File: config.mk
export PLATFORM = sky130hd
export DESIGN_NAME = analog_rx_array
export DESIGN_NICKNAME = d
export VERILOG_FILES = /design/src/hdl/rx_pkg.sv /design/src/hdl/spin_bank_if.sv /design/src/hdl/step_counter.sv /design/src/hdl/spin_dispatcher.sv /design/src/hdl/analog_rx.sv /design/src/hdl/cmpt_collector.sv /design/src/hdl/analog_rx_array.sv
export VERILOG_INCLUDE_DIRS = /design/src /design/src/hdl
export SDC_FILE = /design/constraint.sdc
export NUM_CORES = 1
export LEC_CHECK = 0
export BUFFER_PORTS_ARGS = -buffer_cell sky130_fd_sc_hd__buf_2
export CAP_MARGIN = 20
export CORE_ASPECT_RATIO = 0.8
export CORE_MARGIN = 2
export CORE_UTILIZATION = 53
export CTS_CLUSTER_SIZE = 10
export DETAILED_ROUTE_END_ITERATION = 10
export HOLD_SLACK_MARGIN = 0.12
export PLACE_DENSITY_LB_ADDON = 0.12
export RECOVER_POWER = 50
export SLEW_MARGIN = 0
export SYNTH_ARGS = -nofsm -noshare
export SYNTH_HDL_FRONTEND = slang
export SYNTH_SLANG_ARGS = --single-unit
File: constraint.sdc
create_clock -name clk_i -period 2.6 [get_ports clk_i]
set_clock_uncertainty 0.05 [all_clocks]
set_input_delay 0 -clock clk_i [delete_from_list [all_inputs] [get_ports clk_i]]
set_output_delay 0 -clock clk_i [all_outputs]
set_load 0.02 [all_outputs]
File: src/hdl/rx_defs.svh
`ifndef RX_DEFS_SVH
`define RX_DEFS_SVH

// Spins in one word from the digital side
`define RX_NUM_SPIN 32

// Number of analog lanes
`define RX_NUM_BANK 4

// Spins handled by one lane
`define RX_BANK_SPINS 8

// Width of cycle counters and round counter
`define RX_CNT_W 8

`endif

File: src/hdl/rx_pkg.sv
`include "rx_defs.svh"

package rx_pkg;

    // Selects how a configuration word is read
    typedef enum logic {
        CFG_TIMING = 1'b0,
        CFG_MASK   = 1'b1
    } cfg_kind_e;

    // Write and compute periods in clock cycles
    typedef struct packed {
        logic [`RX_CNT_W-1:0] cycles_write;
        logic [`RX_CNT_W-1:0] cycles_compute;
    } cfg_timing_t;

    // Word line strobe and compute mode per spin
    typedef struct packed {
        logic [`RX_BANK_SPINS-1:0] wwl_strobe;
        logic [`RX_BANK_SPINS-1:0] spin_mode;
    } cfg_mask_t;

    // One configuration word, two views
    typedef union packed {
        cfg_timing_t timing;
        cfg_mask_t   mask;
    } cfg_word_u;

endpackage

File: src/hdl/spin_bank_if.sv
`timescale 1ns/1ps
`include "rx_defs.svh"

interface spin_bank_if;

    // Spin transfer toward the lane
    logic                      valid;
    logic                      ready;
    logic [`RX_BANK_SPINS-1:0] spin;

    // Configuration strobes and fields
    logic                      cfg_timing_en;
    logic                      cfg_mask_en;
    logic [`RX_CNT_W-1:0]      cycles_write;
    logic [`RX_CNT_W-1:0]      cycles_compute;
    logic [`RX_BANK_SPINS-1:0] wwl_strobe;
    logic [`RX_BANK_SPINS-1:0] spin_mode;

    // Lane status levels
    logic                      idle;
    logic                      finish;

    modport disp (
        output valid, spin, cfg_timing_en, cfg_mask_en,
        output cycles_write, cycles_compute, wwl_strobe, spin_mode,
        input  ready
    );

    modport lane (
        input  valid, spin, cfg_timing_en, cfg_mask_en,
        input  cycles_write, cycles_compute, wwl_strobe, spin_mode,
        output ready, idle, finish
    );

    modport coll (
        input idle, finish
    );

endinterface

File: src/hdl/step_counter.sv
`timescale 1ns/1ps
`include "rx_defs.svh"

module step_counter (
    input  logic                 clk_i,
    input  logic                 arst_n_i,
    input  logic                 en_i,
    input  logic                 load_i,
    input  logic [`RX_CNT_W-1:0] d_i,
    input  logic                 recount_i,
    output logic                 overflow_o
);

    logic [`RX_CNT_W-1:0] period_q;
    logic [`RX_CNT_W-1:0] period_m1;
    logic [`RX_CNT_W-1:0] cnt_q;
    logic                 running_q;
    logic                 last_step;

    assign period_m1  = period_q - 1'b1;
    assign last_step  = (cnt_q == period_m1);
    // High during the final cycle of the period
    assign overflow_o = en_i & running_q & last_step;

    always_ff @(posedge clk_i or negedge arst_n_i) begin
        if (!arst_n_i) begin
            period_q <= '0;
        end else if (load_i) begin
            period_q <= d_i;
        end
    end

    always_ff @(posedge clk_i or negedge arst_n_i) begin
        if (!arst_n_i) begin
            cnt_q     <= '0;
            running_q <= 1'b0;
        end else if (!en_i) begin
            cnt_q     <= '0;
            running_q <= 1'b0;
        end else if (recount_i) begin
            cnt_q     <= '0;
            running_q <= 1'b1;
        end else if (running_q) begin
            if (last_step) begin
                running_q <= 1'b0;
            end else begin
                cnt_q <= cnt_q + 1'b1;
            end
        end
    end

endmodule

File: src/hdl/spin_dispatcher.sv
`timescale 1ns/1ps
`include "rx_defs.svh"

module spin_dispatcher (
    input  logic                    clk_i,
    input  logic                    arst_n_i,
    input  logic                    en_i,
    input  logic                    cfg_we_i,
    input  logic [1:0]              cfg_bank_i,
    input  rx_pkg::cfg_kind_e       cfg_kind_i,
    input  rx_pkg::cfg_word_u       cfg_word_i,
    input  logic                    spin_valid_i,
    output logic                    spin_ready_o,
    input  logic [`RX_NUM_SPIN-1:0] spin_i,
    spin_bank_if.disp               bank [`RX_NUM_BANK]
);

    import rx_pkg::*;

    logic [`RX_NUM_BANK-1:0]   timing_en_q;
    logic [`RX_NUM_BANK-1:0]   mask_en_q;
    logic [`RX_CNT_W-1:0]      cycles_write_q;
    logic [`RX_CNT_W-1:0]      cycles_compute_q;
    logic [`RX_BANK_SPINS-1:0] wwl_strobe_q;
    logic [`RX_BANK_SPINS-1:0] spin_mode_q;
    logic [`RX_NUM_SPIN-1:0]   spin_q;
    logic [`RX_NUM_BANK-1:0]   pending_q;
    logic [`RX_NUM_BANK-1:0]   bank_xfer;
    logic                      in_xfer;

    // One word in flight at a time
    assign spin_ready_o = en_i & ~(|pending_q);
    assign in_xfer      = spin_valid_i & spin_ready_o;

    // One-cycle enables for the addressed bank
    always_ff @(posedge clk_i or negedge arst_n_i) begin
        if (!arst_n_i) begin
            timing_en_q <= '0;
            mask_en_q   <= '0;
        end else begin
            timing_en_q <= '0;
            mask_en_q   <= '0;
            if (cfg_we_i) begin
                timing_en_q[cfg_bank_i] <= (cfg_kind_i == CFG_TIMING);
                mask_en_q[cfg_bank_i]   <= (cfg_kind_i == CFG_MASK);
            end
        end
    end

    // Decode through the view given by the kind
    always_ff @(posedge clk_i) begin
        if (cfg_we_i && cfg_kind_i == CFG_TIMING) begin
            cycles_write_q   <= cfg_word_i.timing.cycles_write;
            cycles_compute_q <= cfg_word_i.timing.cycles_compute;
        end
        if (cfg_we_i && cfg_kind_i == CFG_MASK) begin
            wwl_strobe_q <= cfg_word_i.mask.wwl_strobe;
            spin_mode_q  <= cfg_word_i.mask.spin_mode;
        end
        if (in_xfer) begin
            spin_q <= spin_i;
        end
    end

    always_ff @(posedge clk_i or negedge arst_n_i) begin
        if (!arst_n_i) begin
            pending_q <= '0;
        end else if (!en_i) begin
            pending_q <= '0;
        end else if (in_xfer) begin
            pending_q <= '1;
        end else begin
            pending_q <= pending_q & ~bank_xfer;
        end
    end

    for (genvar g = 0; g < `RX_NUM_BANK; g++) begin : g_bank
        assign bank_xfer[g]          = pending_q[g] & bank[g].ready;
        assign bank[g].valid          = pending_q[g];
        assign bank[g].spin           = spin_q[g*`RX_BANK_SPINS +: `RX_BANK_SPINS];
        assign bank[g].cfg_timing_en  = timing_en_q[g];
        assign bank[g].cfg_mask_en    = mask_en_q[g];
        assign bank[g].cycles_write   = cycles_write_q;
        assign bank[g].cycles_compute = cycles_compute_q;
        assign bank[g].wwl_strobe     = wwl_strobe_q;
        assign bank[g].spin_mode      = spin_mode_q;
    end

endmodule

File: src/hdl/analog_rx.sv
`timescale 1ns/1ps
`include "rx_defs.svh"

module analog_rx (
    input  logic                      clk_i,
    input  logic                      arst_n_i,
    input  logic                      en_i,
    input  logic                      analog_macro_idle_i,
    spin_bank_if.lane                 port_if,
    output logic [`RX_BANK_SPINS-1:0] spin_wwl_o,
    output logic [`RX_BANK_SPINS-1:0] spin_compute_en_o,
    output logic [`RX_BANK_SPINS-1:0] wbl_o
);

    logic                      handshake;
    logic                      write_ovf;
    logic                      compute_ovf;
    logic                      ready_q;
    logic                      busy_q;
    logic                      finish_q;
    logic [`RX_BANK_SPINS-1:0] wwl_strobe_q;
    logic [`RX_BANK_SPINS-1:0] spin_mode_q;

    assign handshake      = en_i & port_if.valid & ready_q;
    assign port_if.ready  = ready_q;
    assign port_if.idle   = ~busy_q;
    assign port_if.finish = finish_q;

    // Strobe and mode masks
    always_ff @(posedge clk_i or negedge arst_n_i) begin
        if (!arst_n_i) begin
            wwl_strobe_q <= '0;
            spin_mode_q  <= '0;
        end else if (port_if.cfg_mask_en) begin
            wwl_strobe_q <= port_if.wwl_strobe;
            spin_mode_q  <= port_if.spin_mode;
        end
    end

    // Accept only once the macro is idle and writing is done
    always_ff @(posedge clk_i or negedge arst_n_i) begin
        if (!arst_n_i) begin
            ready_q <= 1'b0;
        end else if (!en_i || handshake) begin
            ready_q <= 1'b0;
        end else if (analog_macro_idle_i && !busy_q) begin
            ready_q <= 1'b1;
        end
    end

    always_ff @(posedge clk_i) begin
        if (handshake) begin
            wbl_o <= port_if.spin;
        end
    end

    always_ff @(posedge clk_i or negedge arst_n_i) begin
        if (!arst_n_i) begin
            spin_wwl_o        <= '0;
            spin_compute_en_o <= '0;
            busy_q            <= 1'b0;
            finish_q          <= 1'b0;
        end else if (!en_i) begin
            spin_wwl_o        <= '0;
            spin_compute_en_o <= '0;
            busy_q            <= 1'b0;
            finish_q          <= 1'b0;
        end else if (handshake) begin
            spin_wwl_o        <= wwl_strobe_q;
            spin_compute_en_o <= spin_mode_q;
            busy_q            <= 1'b1;
            finish_q          <= 1'b0;
        end else begin
            // Write phase ends the busy window
            if (write_ovf) begin
                spin_wwl_o <= '0;
                busy_q     <= 1'b0;
            end
            if (compute_ovf) begin
                spin_compute_en_o <= '0;
                finish_q          <= 1'b1;
            end
        end
    end

    step_counter u_step_counter_write (
        .clk_i      (clk_i),
        .arst_n_i   (arst_n_i),
        .en_i       (en_i),
        .load_i     (port_if.cfg_timing_en),
        .d_i        (port_if.cycles_write),
        .recount_i  (handshake),
        .overflow_o (write_ovf)
    );

    step_counter u_step_counter_compute (
        .clk_i      (clk_i),
        .arst_n_i   (arst_n_i),
        .en_i       (en_i),
        .load_i     (port_if.cfg_timing_en),
        .d_i        (port_if.cycles_compute),
        .recount_i  (handshake),
        .overflow_o (compute_ovf)
    );

endmodule

File: src/hdl/cmpt_collector.sv
`timescale 1ns/1ps
`include "rx_defs.svh"

module cmpt_collector (
    input  logic                 clk_i,
    input  logic                 arst_n_i,
    spin_bank_if.coll            bank [`RX_NUM_BANK],
    output logic                 rx_idle_o,
    output logic                 cmpt_finish_o,
    output logic [`RX_CNT_W-1:0] round_cnt_o
);

    logic [`RX_NUM_BANK-1:0] idle_vec;
    logic [`RX_NUM_BANK-1:0] finish_vec;
    logic                    all_finish;

    for (genvar g = 0; g < `RX_NUM_BANK; g++) begin : g_gather
        assign idle_vec[g]   = bank[g].idle;
        assign finish_vec[g] = bank[g].finish;
    end

    assign rx_idle_o  = &idle_vec;
    assign all_finish = &finish_vec;

    // Round count bumps on the rising edge of global finish
    always_ff @(posedge clk_i or negedge arst_n_i) begin
        if (!arst_n_i) begin
            cmpt_finish_o <= 1'b0;
            round_cnt_o   <= '0;
        end else begin
            cmpt_finish_o <= all_finish;
            if (all_finish && !cmpt_finish_o) begin
                round_cnt_o <= round_cnt_o + 1'b1;
            end
        end
    end

endmodule

File: src/hdl/analog_rx_array.sv
`timescale 1ns/1ps
`include "rx_defs.svh"

module analog_rx_array (
    input  logic                    clk_i,
    input  logic                    arst_n_i,
    input  logic                    en_i,
    input  logic                    cfg_we_i,
    input  logic [1:0]              cfg_bank_i,
    input  rx_pkg::cfg_kind_e       cfg_kind_i,
    input  rx_pkg::cfg_word_u       cfg_word_i,
    input  logic                    spin_valid_i,
    output logic                    spin_ready_o,
    input  logic [`RX_NUM_SPIN-1:0] spin_i,
    input  logic [`RX_NUM_BANK-1:0] macro_idle_i,
    output logic [`RX_NUM_SPIN-1:0] spin_wwl_o,
    output logic [`RX_NUM_SPIN-1:0] spin_compute_en_o,
    output logic [`RX_NUM_SPIN-1:0] wbl_o,
    output logic                    rx_idle_o,
    output logic                    cmpt_finish_o,
    output logic [`RX_CNT_W-1:0]    round_cnt_o
);

    spin_bank_if bank_if [`RX_NUM_BANK] ();

    spin_dispatcher u_spin_dispatcher (
        .clk_i        (clk_i),
        .arst_n_i     (arst_n_i),
        .en_i         (en_i),
        .cfg_we_i     (cfg_we_i),
        .cfg_bank_i   (cfg_bank_i),
        .cfg_kind_i   (cfg_kind_i),
        .cfg_word_i   (cfg_word_i),
        .spin_valid_i (spin_valid_i),
        .spin_ready_o (spin_ready_o),
        .spin_i       (spin_i),
        .bank         (bank_if)
    );

    // One lane per bank slice
    for (genvar g = 0; g < `RX_NUM_BANK; g++) begin : g_lane
        analog_rx u_analog_rx (
            .clk_i               (clk_i),
            .arst_n_i            (arst_n_i),
            .en_i                (en_i),
            .analog_macro_idle_i (macro_idle_i[g]),
            .port_if             (bank_if[g]),
            .spin_wwl_o          (spin_wwl_o[g*`RX_BANK_SPINS +: `RX_BANK_SPINS]),
            .spin_compute_en_o   (spin_compute_en_o[g*`RX_BANK_SPINS +: `RX_BANK_SPINS]),
            .wbl_o               (wbl_o[g*`RX_BANK_SPINS +: `RX_BANK_SPINS])
        );
    end

    cmpt_collector u_cmpt_collector (
        .clk_i         (clk_i),
        .arst_n_i      (arst_n_i),
        .bank          (bank_if),
        .rx_idle_o     (rx_idle_o),
        .cmpt_finish_o (cmpt_finish_o),
        .round_cnt_o   (round_cnt_o)
    );

endmodule

Word level (Yosys, flattened, before mapping)
Index checks and enable logic that the tools add are counted.
{"block": "classes", "n_mux": 126, "order_cmp": 2, "n_bitwise": 40, "n_addsub": 17, "n_reduce_logical": 33, "eq_ne": 32}
{"op": "$mux W8", "n": 56}
{"op": "$add A8 B1 Y8 const B", "n": 9}
{"op": "$mux W1", "n": 65}
{"op": "$eq A8 B8 Y1", "n": 8}
{"op": "$sub A8 B1 Y8 const B", "n": 8}
{"op": "$ne A3 B1 Y1 const B", "n": 16}
{"op": "$and A1 B1 Y1", "n": 30}
{"op": "$ne A3 B2 Y1 const B", "n": 8}
{"op": "$mux W4", "n": 4}
{"op": "$reduce_and A2 Y1", "n": 8}
{"op": "$and A4 B4 Y4", "n": 3}
{"op": "$logic_and A1 B1 Y1", "n": 8}
{"op": "$reduce_and A4 Y1", "n": 2}
{"op": "$reduce_bool A2 Y1", "n": 4}
{"op": "$logic_not A1 Y1", "n": 6}
{"op": "$not A1 Y1", "n": 6}
{"op": "$logic_or A1 B1 Y1", "n": 4}
{"op": "$not A4 Y4", "n": 1}
{"op": "$reduce_or A4 Y1", "n": 1}
{"op": "$lt A2 B3 Y1 const B", "n": 1}
{"op": "$demux W1 S2", "n": 1}
{"op": "$ge A2 B1 Y1 const B", "n": 1}
{"block": "totals", "in_bits": 60, "reg_bits": 393, "out_inout_bits": 107, "elab_cells": 316}

Depth between registers and ports, before layout
{"block": "depth", "word_depth": 6, "ltp_mapped": 10, "depth_no_buf": 9}

By module
From an unflattened synthesis, not the netlist that was laid out.
{"block": "unflattened", "hier_cells": 1579, "area_unflattened_um2": 19080.8}
{"module": "step_counter", "n_inst": 8, "seq_area_each_um2": 425.4, "cells_each": 105, "area_per_inst_um2": 1069.8}
{"module": "analog_rx", "n_inst": 4, "seq_area_each_um2": 1116.1, "cells_each": 126, "area_per_inst_um2": 1751.7}
{"module": "spin_dispatcher", "n_inst": 1, "seq_area_each_um2": 2222.1, "cells_each": 201, "area_per_inst_um2": 3076.7}
{"module": "cmpt_collector", "n_inst": 1, "seq_area_each_um2": 225.2, "cells_each": 34, "area_per_inst_um2": 439.2}

Worst setup path after synthesis
Ideal clock, no wire load.
{"block": "synth_timing", "path_kind": "register -> register", "startpoint": "register g_lane[0].u_analog_rx.u_step_counter_compute.period_q[0]", "endpoint": "register g_lane[0].u_analog_rx.u_step_counter_compute.cnt_q[6]", "required_ns": 2.418, "arrival_time_ns": 2.307, "path_buffers": 0, "path_stages_with_launch": 10, "setup_ns": 0.132, "period_less_slack_ns": 2.489, "path_slack_ns": 0.111, "cell_sequence": "dfrtp_1 > inv_1 > ha_1 > or3b_1 > o31a_1 > o2111ai_2 > a311oi_4 > or4_1 > xor2_1 > nor2_1"}
{"block": "synth_via", "elab_chain_cells": 4}
{"element": "start, declared", "line_no": "step_counter.sv:14", "source": "logic [`RX_CNT_W-1:0] period_q;"}
{"element": "start signal, assigned", "line_no": "step_counter.sv:29", "source": "period_q <= d_i;"}
{"element": "$sub A8 B1 Y8", "line_no": "step_counter.sv:20", "source": "assign period_m1 = period_q - 1'b1;"}
{"element": "$eq A8 B8 Y1", "line_no": "step_counter.sv:21", "source": "assign last_step = (cnt_q == period_m1);"}
{"element": "$ne A3 B2 Y1 (no source line)"}
{"element": "$reduce_and A2 Y1 (no source line)"}
{"element": "end signal, assigned", "line_no": "step_counter.sv:47", "source": "cnt_q <= cnt_q + 1'b1;"}
{"element": "end, declared", "line_no": "step_counter.sv:16", "source": "logic [`RX_CNT_W-1:0] cnt_q;"}
Every way passes these cells.
A chain may end at the register's enable or synchronous reset.

Worst setup path after layout
{"block": "layout_timing", "startpoint": "register g_lane[3].u_analog_rx.u_step_counter_compute.period_q[0]", "endpoint": "register g_lane[3].u_analog_rx.spin_compute_en_o[2]"}
{"block": "layout_via", "elab_chain_cells": 4}
{"element": "start, declared", "line_no": "step_counter.sv:14"}
{"element": "start signal, assigned", "line_no": "step_counter.sv:29"}
{"element": "$sub A8 B1 Y8", "line_no": "step_counter.sv:20"}
{"element": "$eq A8 B8 Y1", "line_no": "step_counter.sv:21"}
{"element": "$and A1 B1 Y1", "line_no": "step_counter.sv:23", "source": "assign overflow_o = en_i & running_q & last_step;"}
{"element": "$ne A3 B1 Y1 (no source line)"}
{"element": "end signal, assigned", "line_no": "analog_rx.sv:70", "source": "spin_compute_en_o <= spin_mode_q;"}
{"element": "end, declared", "line_no": "analog_rx.sv:11", "source": "output logic [`RX_BANK_SPINS-1:0] spin_compute_en_o,"}
Every way passes these cells.

==> impl_metrics.json <==
{
  "run_status": "finished, violations left",
  "violations": "max-capacitance violations, max-slew violations",
  "synth_edf_count": 96,
  "peakVddDrop_uv": 634,
  "yosysSeqAreaShare_pct": 62.3,
  "cts_tree": "built",
  "start_kind": "flip-flop",
  "wl_per_cell_um": 19.6,
  "wl_mm": 40.6,
  "synth-seq-cells": 393,
  "wl_met2_mm": 19.5,
  "layout-drive-gt1-share_pct": 22.4,
  "maxSlewViolCount": 145,
  "cp_max_fo": 8,
  "start_util_pct": 54.2,
  "yosys_warnings": 0,
  "dp_hpwl_mm": 27.0,
  "synth_area_leaders": "dfrtp_1 (45%), edfxtp_1 (17%), mux2_2 (6.7%)",
  "synth_top_flop_cell": "dfrtp_1",
  "clkSlewWorstSetupHoldPaths_ps": 60,
  "worst-setup-path-type": "reg2reg",
  "syn_area_per_cell_sq_um": 12.7,
  "die-area_sq_um": 32700,
  "grt_pass1_vias": 11600,
  "rsz0062_at_grt": "true",
  "worst-path-buf-inv": 2,
  "synth.cell_area_sq_um": 16600,
  "htreeDepth": 2,
  "area_growth_pct": 25.0,
  "yosys.cell_types.count": 60,
  "finalHoldViolCount": 0,
  "syn-num-nets": 1379,
  "hold_ws_ps": 131,
  "grt_usage_pct": 25.2,
  "cp_data_required_time_ps": 2980,
  "ios": 167,
  "gp_congestion": 0.823,
  "worst_setup_path_end_kind": "flip-flop",
  "cts.sinks": 393,
  "coreArea_sq_um": 30500,
  "p_leak_nw": 8.82,
  "drv_cap": 2,
  "grt_pass1_wl_mm": 64.4,
  "fin_cells": 2074,
  "cts-root-buf": "clkbuf_16",
  "synth_largest_area_cell": "dfrtp_1",
  "drc": 0,
  "synth_commonest_cells": "dfrtp_1 (297), mux2_2 (99), edfxtp_1 (96), nand2_1 (80), nor2_1 (74)",
  "antenna_found_initial": 3,
  "viasPerCell": 5.61,
  "clock_latency_ps": 560,
  "drt-initial-drc-count": 734,
  "die_w_um": 202,
  "min_period_ps": 2530,
  "synthArstFlopShare_pct": 75.6,
  "final_nets": 1707,
  "cts_buffers": 45,
  "finalCritPeriodShare_pct": 97.5,
  "netlist_instances": 1302,
  "highest_layer": "met5",
  "max_freq_mhz": 395,
  "grt_max_degree": 73,
  "hp-class": "in2reg",
  "wl_met1_mm": 18.5,
  "arrival_ps": 2920,
  "grt_overflow": 0,
  "cp_slowest_stage_delay_ps": 390,
  "die_h_um": 162,
  "numPortBuffers": 166,
  "placementRows": 57,
  "cp_top_family": "simple AND/OR/NAND/NOR gates",
  "max-clock-path-buffers": 3,
  "vias": 11600,
  "crit_chain": "inv_2 -> ha_4 -> or3b_4 -> nor4_4 -> o2111ai_2 -> a311oi_4 -> and2_4 -> nor2_2 -> buf_6 -> a22o_1",
  "timing.slew.headroom_pct": -4.52,
  "yosys.cell_count.top_type": "dfrtp_1",
  "firstDrtPassIters": 6,
  "pwr_density_cell_nw_per_um2": 760,
  "cpMaxStageDelayCell": "dfrtp_1",
  "place_inst": 1895,
  "tightest_slew_ps": 1570,
  "met3_length_mm": 1.69,
  "setup_viol": 0,
  "netlist.area_leader.share_pct": 44.9,
  "ant_nets": 0
}
[path summary, 6_finish.rpt]
kind / startpoint / to / slack (ps) / cells after the start
max in group asynchronous: arst_n_i / g_lane[0].u_analog_rx.spin_mode_q[2]$_DFFE_PN0P_ / 390 / 4
min: spin_i[8] / u_spin_dispatcher.spin_q[8]$_DFFE_PP_ / 130 / 2
max: flip-flop / g_lane[3].u_analog_rx.spin_compute_en_o[2]$_DFFE_PN0P_ / 70 / 10
min in group asynchronous: arst_n_i / asynchronous set/reset pin / 1040 / 4
min reg2reg: u_spin_dispatcher.spin_q[11]$_DFFE_PP_ / g_lane[1].u_analog_rx.wbl_o[3]$_DFFE_PP_ / 370 / 0
max reg2reg: flip-flop / g_lane[3].u_analog_rx.spin_compute_en_o[2]$_DFFE_PN0P_ / 70 / 10
[metrics by stage]
stage          setup WS [ps]  instance area [sq um]  total power, mW  setup TNS [ps]  utilization [%]
2_1_floorplan            111                  16600             8.93               0                -
3_3_place_gp            30.4                  18200             9.67               0             59.6
3_5_place_dp           -68.8                  18200             9.77           -1110             59.6
4_1_cts                0.868                  20600             15.7               0             67.3
5_1_grt                -47.0                  20700             16.4            -360             67.8
6_report                65.6                  20700             15.7               0             67.8
[area by class of cell]
cell class	count	area, sq um
flip-flops and latches	393	10300
fillers	2299	9830
multi-input cells	812	6140
repair buffers	320	2180
clock buffers	73	1250
well taps	413	517
inverters	58	218
clock inverters	3	66.3
diodes	2	5.00
[logic make-up (layout without fill, tap and decap cells)]
group / count (synthesis) / count (layout) / synth area share, %
mux: 105 / 105 / 7.10
xor+xnor: 100 / 100 / 5.29
other cells: 0 / 2 / 0
compound gates: 236 / 236 / 10.6
simple gates: 354 / 354 / 11.2
buf+inv: 97 / 454 / 2.22
flops: 393 / 393 / 62.3
fa+ha+maj: 17 / 17 / 1.29
[placed cells by master, fill, tap and decap left out, types with 7 or more instances in the layout]
cell type	count
dfrtp_1	297
buf_2	107
mux2_2	99
dlygate4sd3_1	97
edfxtp_1	96
clkbuf_1	90
nand2_1	80
nor2_1	71
o21ai_0	65
a22o_1	56
xnor2_1	52
inv_1	48
xor2_1	47
clkbuf_16	46
buf_4	46
nor3_1	33
nand4_1	33
nand3_1	27
a21oi_1	27
nand2b_1	23
or3_1	21
a21o_1	14
ha_1	14
nor4_2	10
and3_1	8
a32o_1	8
inv_2	7
a211o_1	7
a31oi_1	7
o31a_1	7
a32oi_1	7
[routing by layer]
metal	up-vias	global-route usage (%)
li1	5404	-
met1	5922	35.3
met2	238	40.6
met3	67	4.35
met4	2	7.69
met5	-	0
[state kept, by name, indices dropped and copies added, names as in the netlist, 32 cells and up]
signal / flops
g_lane.u_analog_rx.wwl_strobe_q: 32
g_lane.u_analog_rx.u_step_counter_write.period_q: 32
g_lane.u_analog_rx.u_step_counter_compute.period_q: 32
g_lane.u_analog_rx.spin_mode_q: 32
g_lane.u_analog_rx.spin_compute_en_o: 32
g_lane.u_analog_rx.u_step_counter_write.cnt_q: 32
u_spin_dispatcher.spin_q: 32
g_lane.u_analog_rx.wbl_o: 32
g_lane.u_analog_rx.spin_wwl_o: 32
g_lane.u_analog_rx.u_step_counter_compute.cnt_q: 32
[report_power, final]
group | internal [mW] | total, mW | switching, mW | leakage, nW
Combinational | 1.13 | 2.32 | 1.19 | 3.41
Clock | 3.38 | 5.80 | 2.42 | 0.630
Sequential | 7.00 | 7.61 | 0.608 | 4.78
[what timing repair did]
item	in CTS	in global routing
pin swaps	2	15
endpoints found under the setup margin	37	76
endpoints found under the hold margin	390	0
resized for setup	6	52
hold buffers	98	0
setup buffers	1	3
Power figures use the tool's default switching activity.
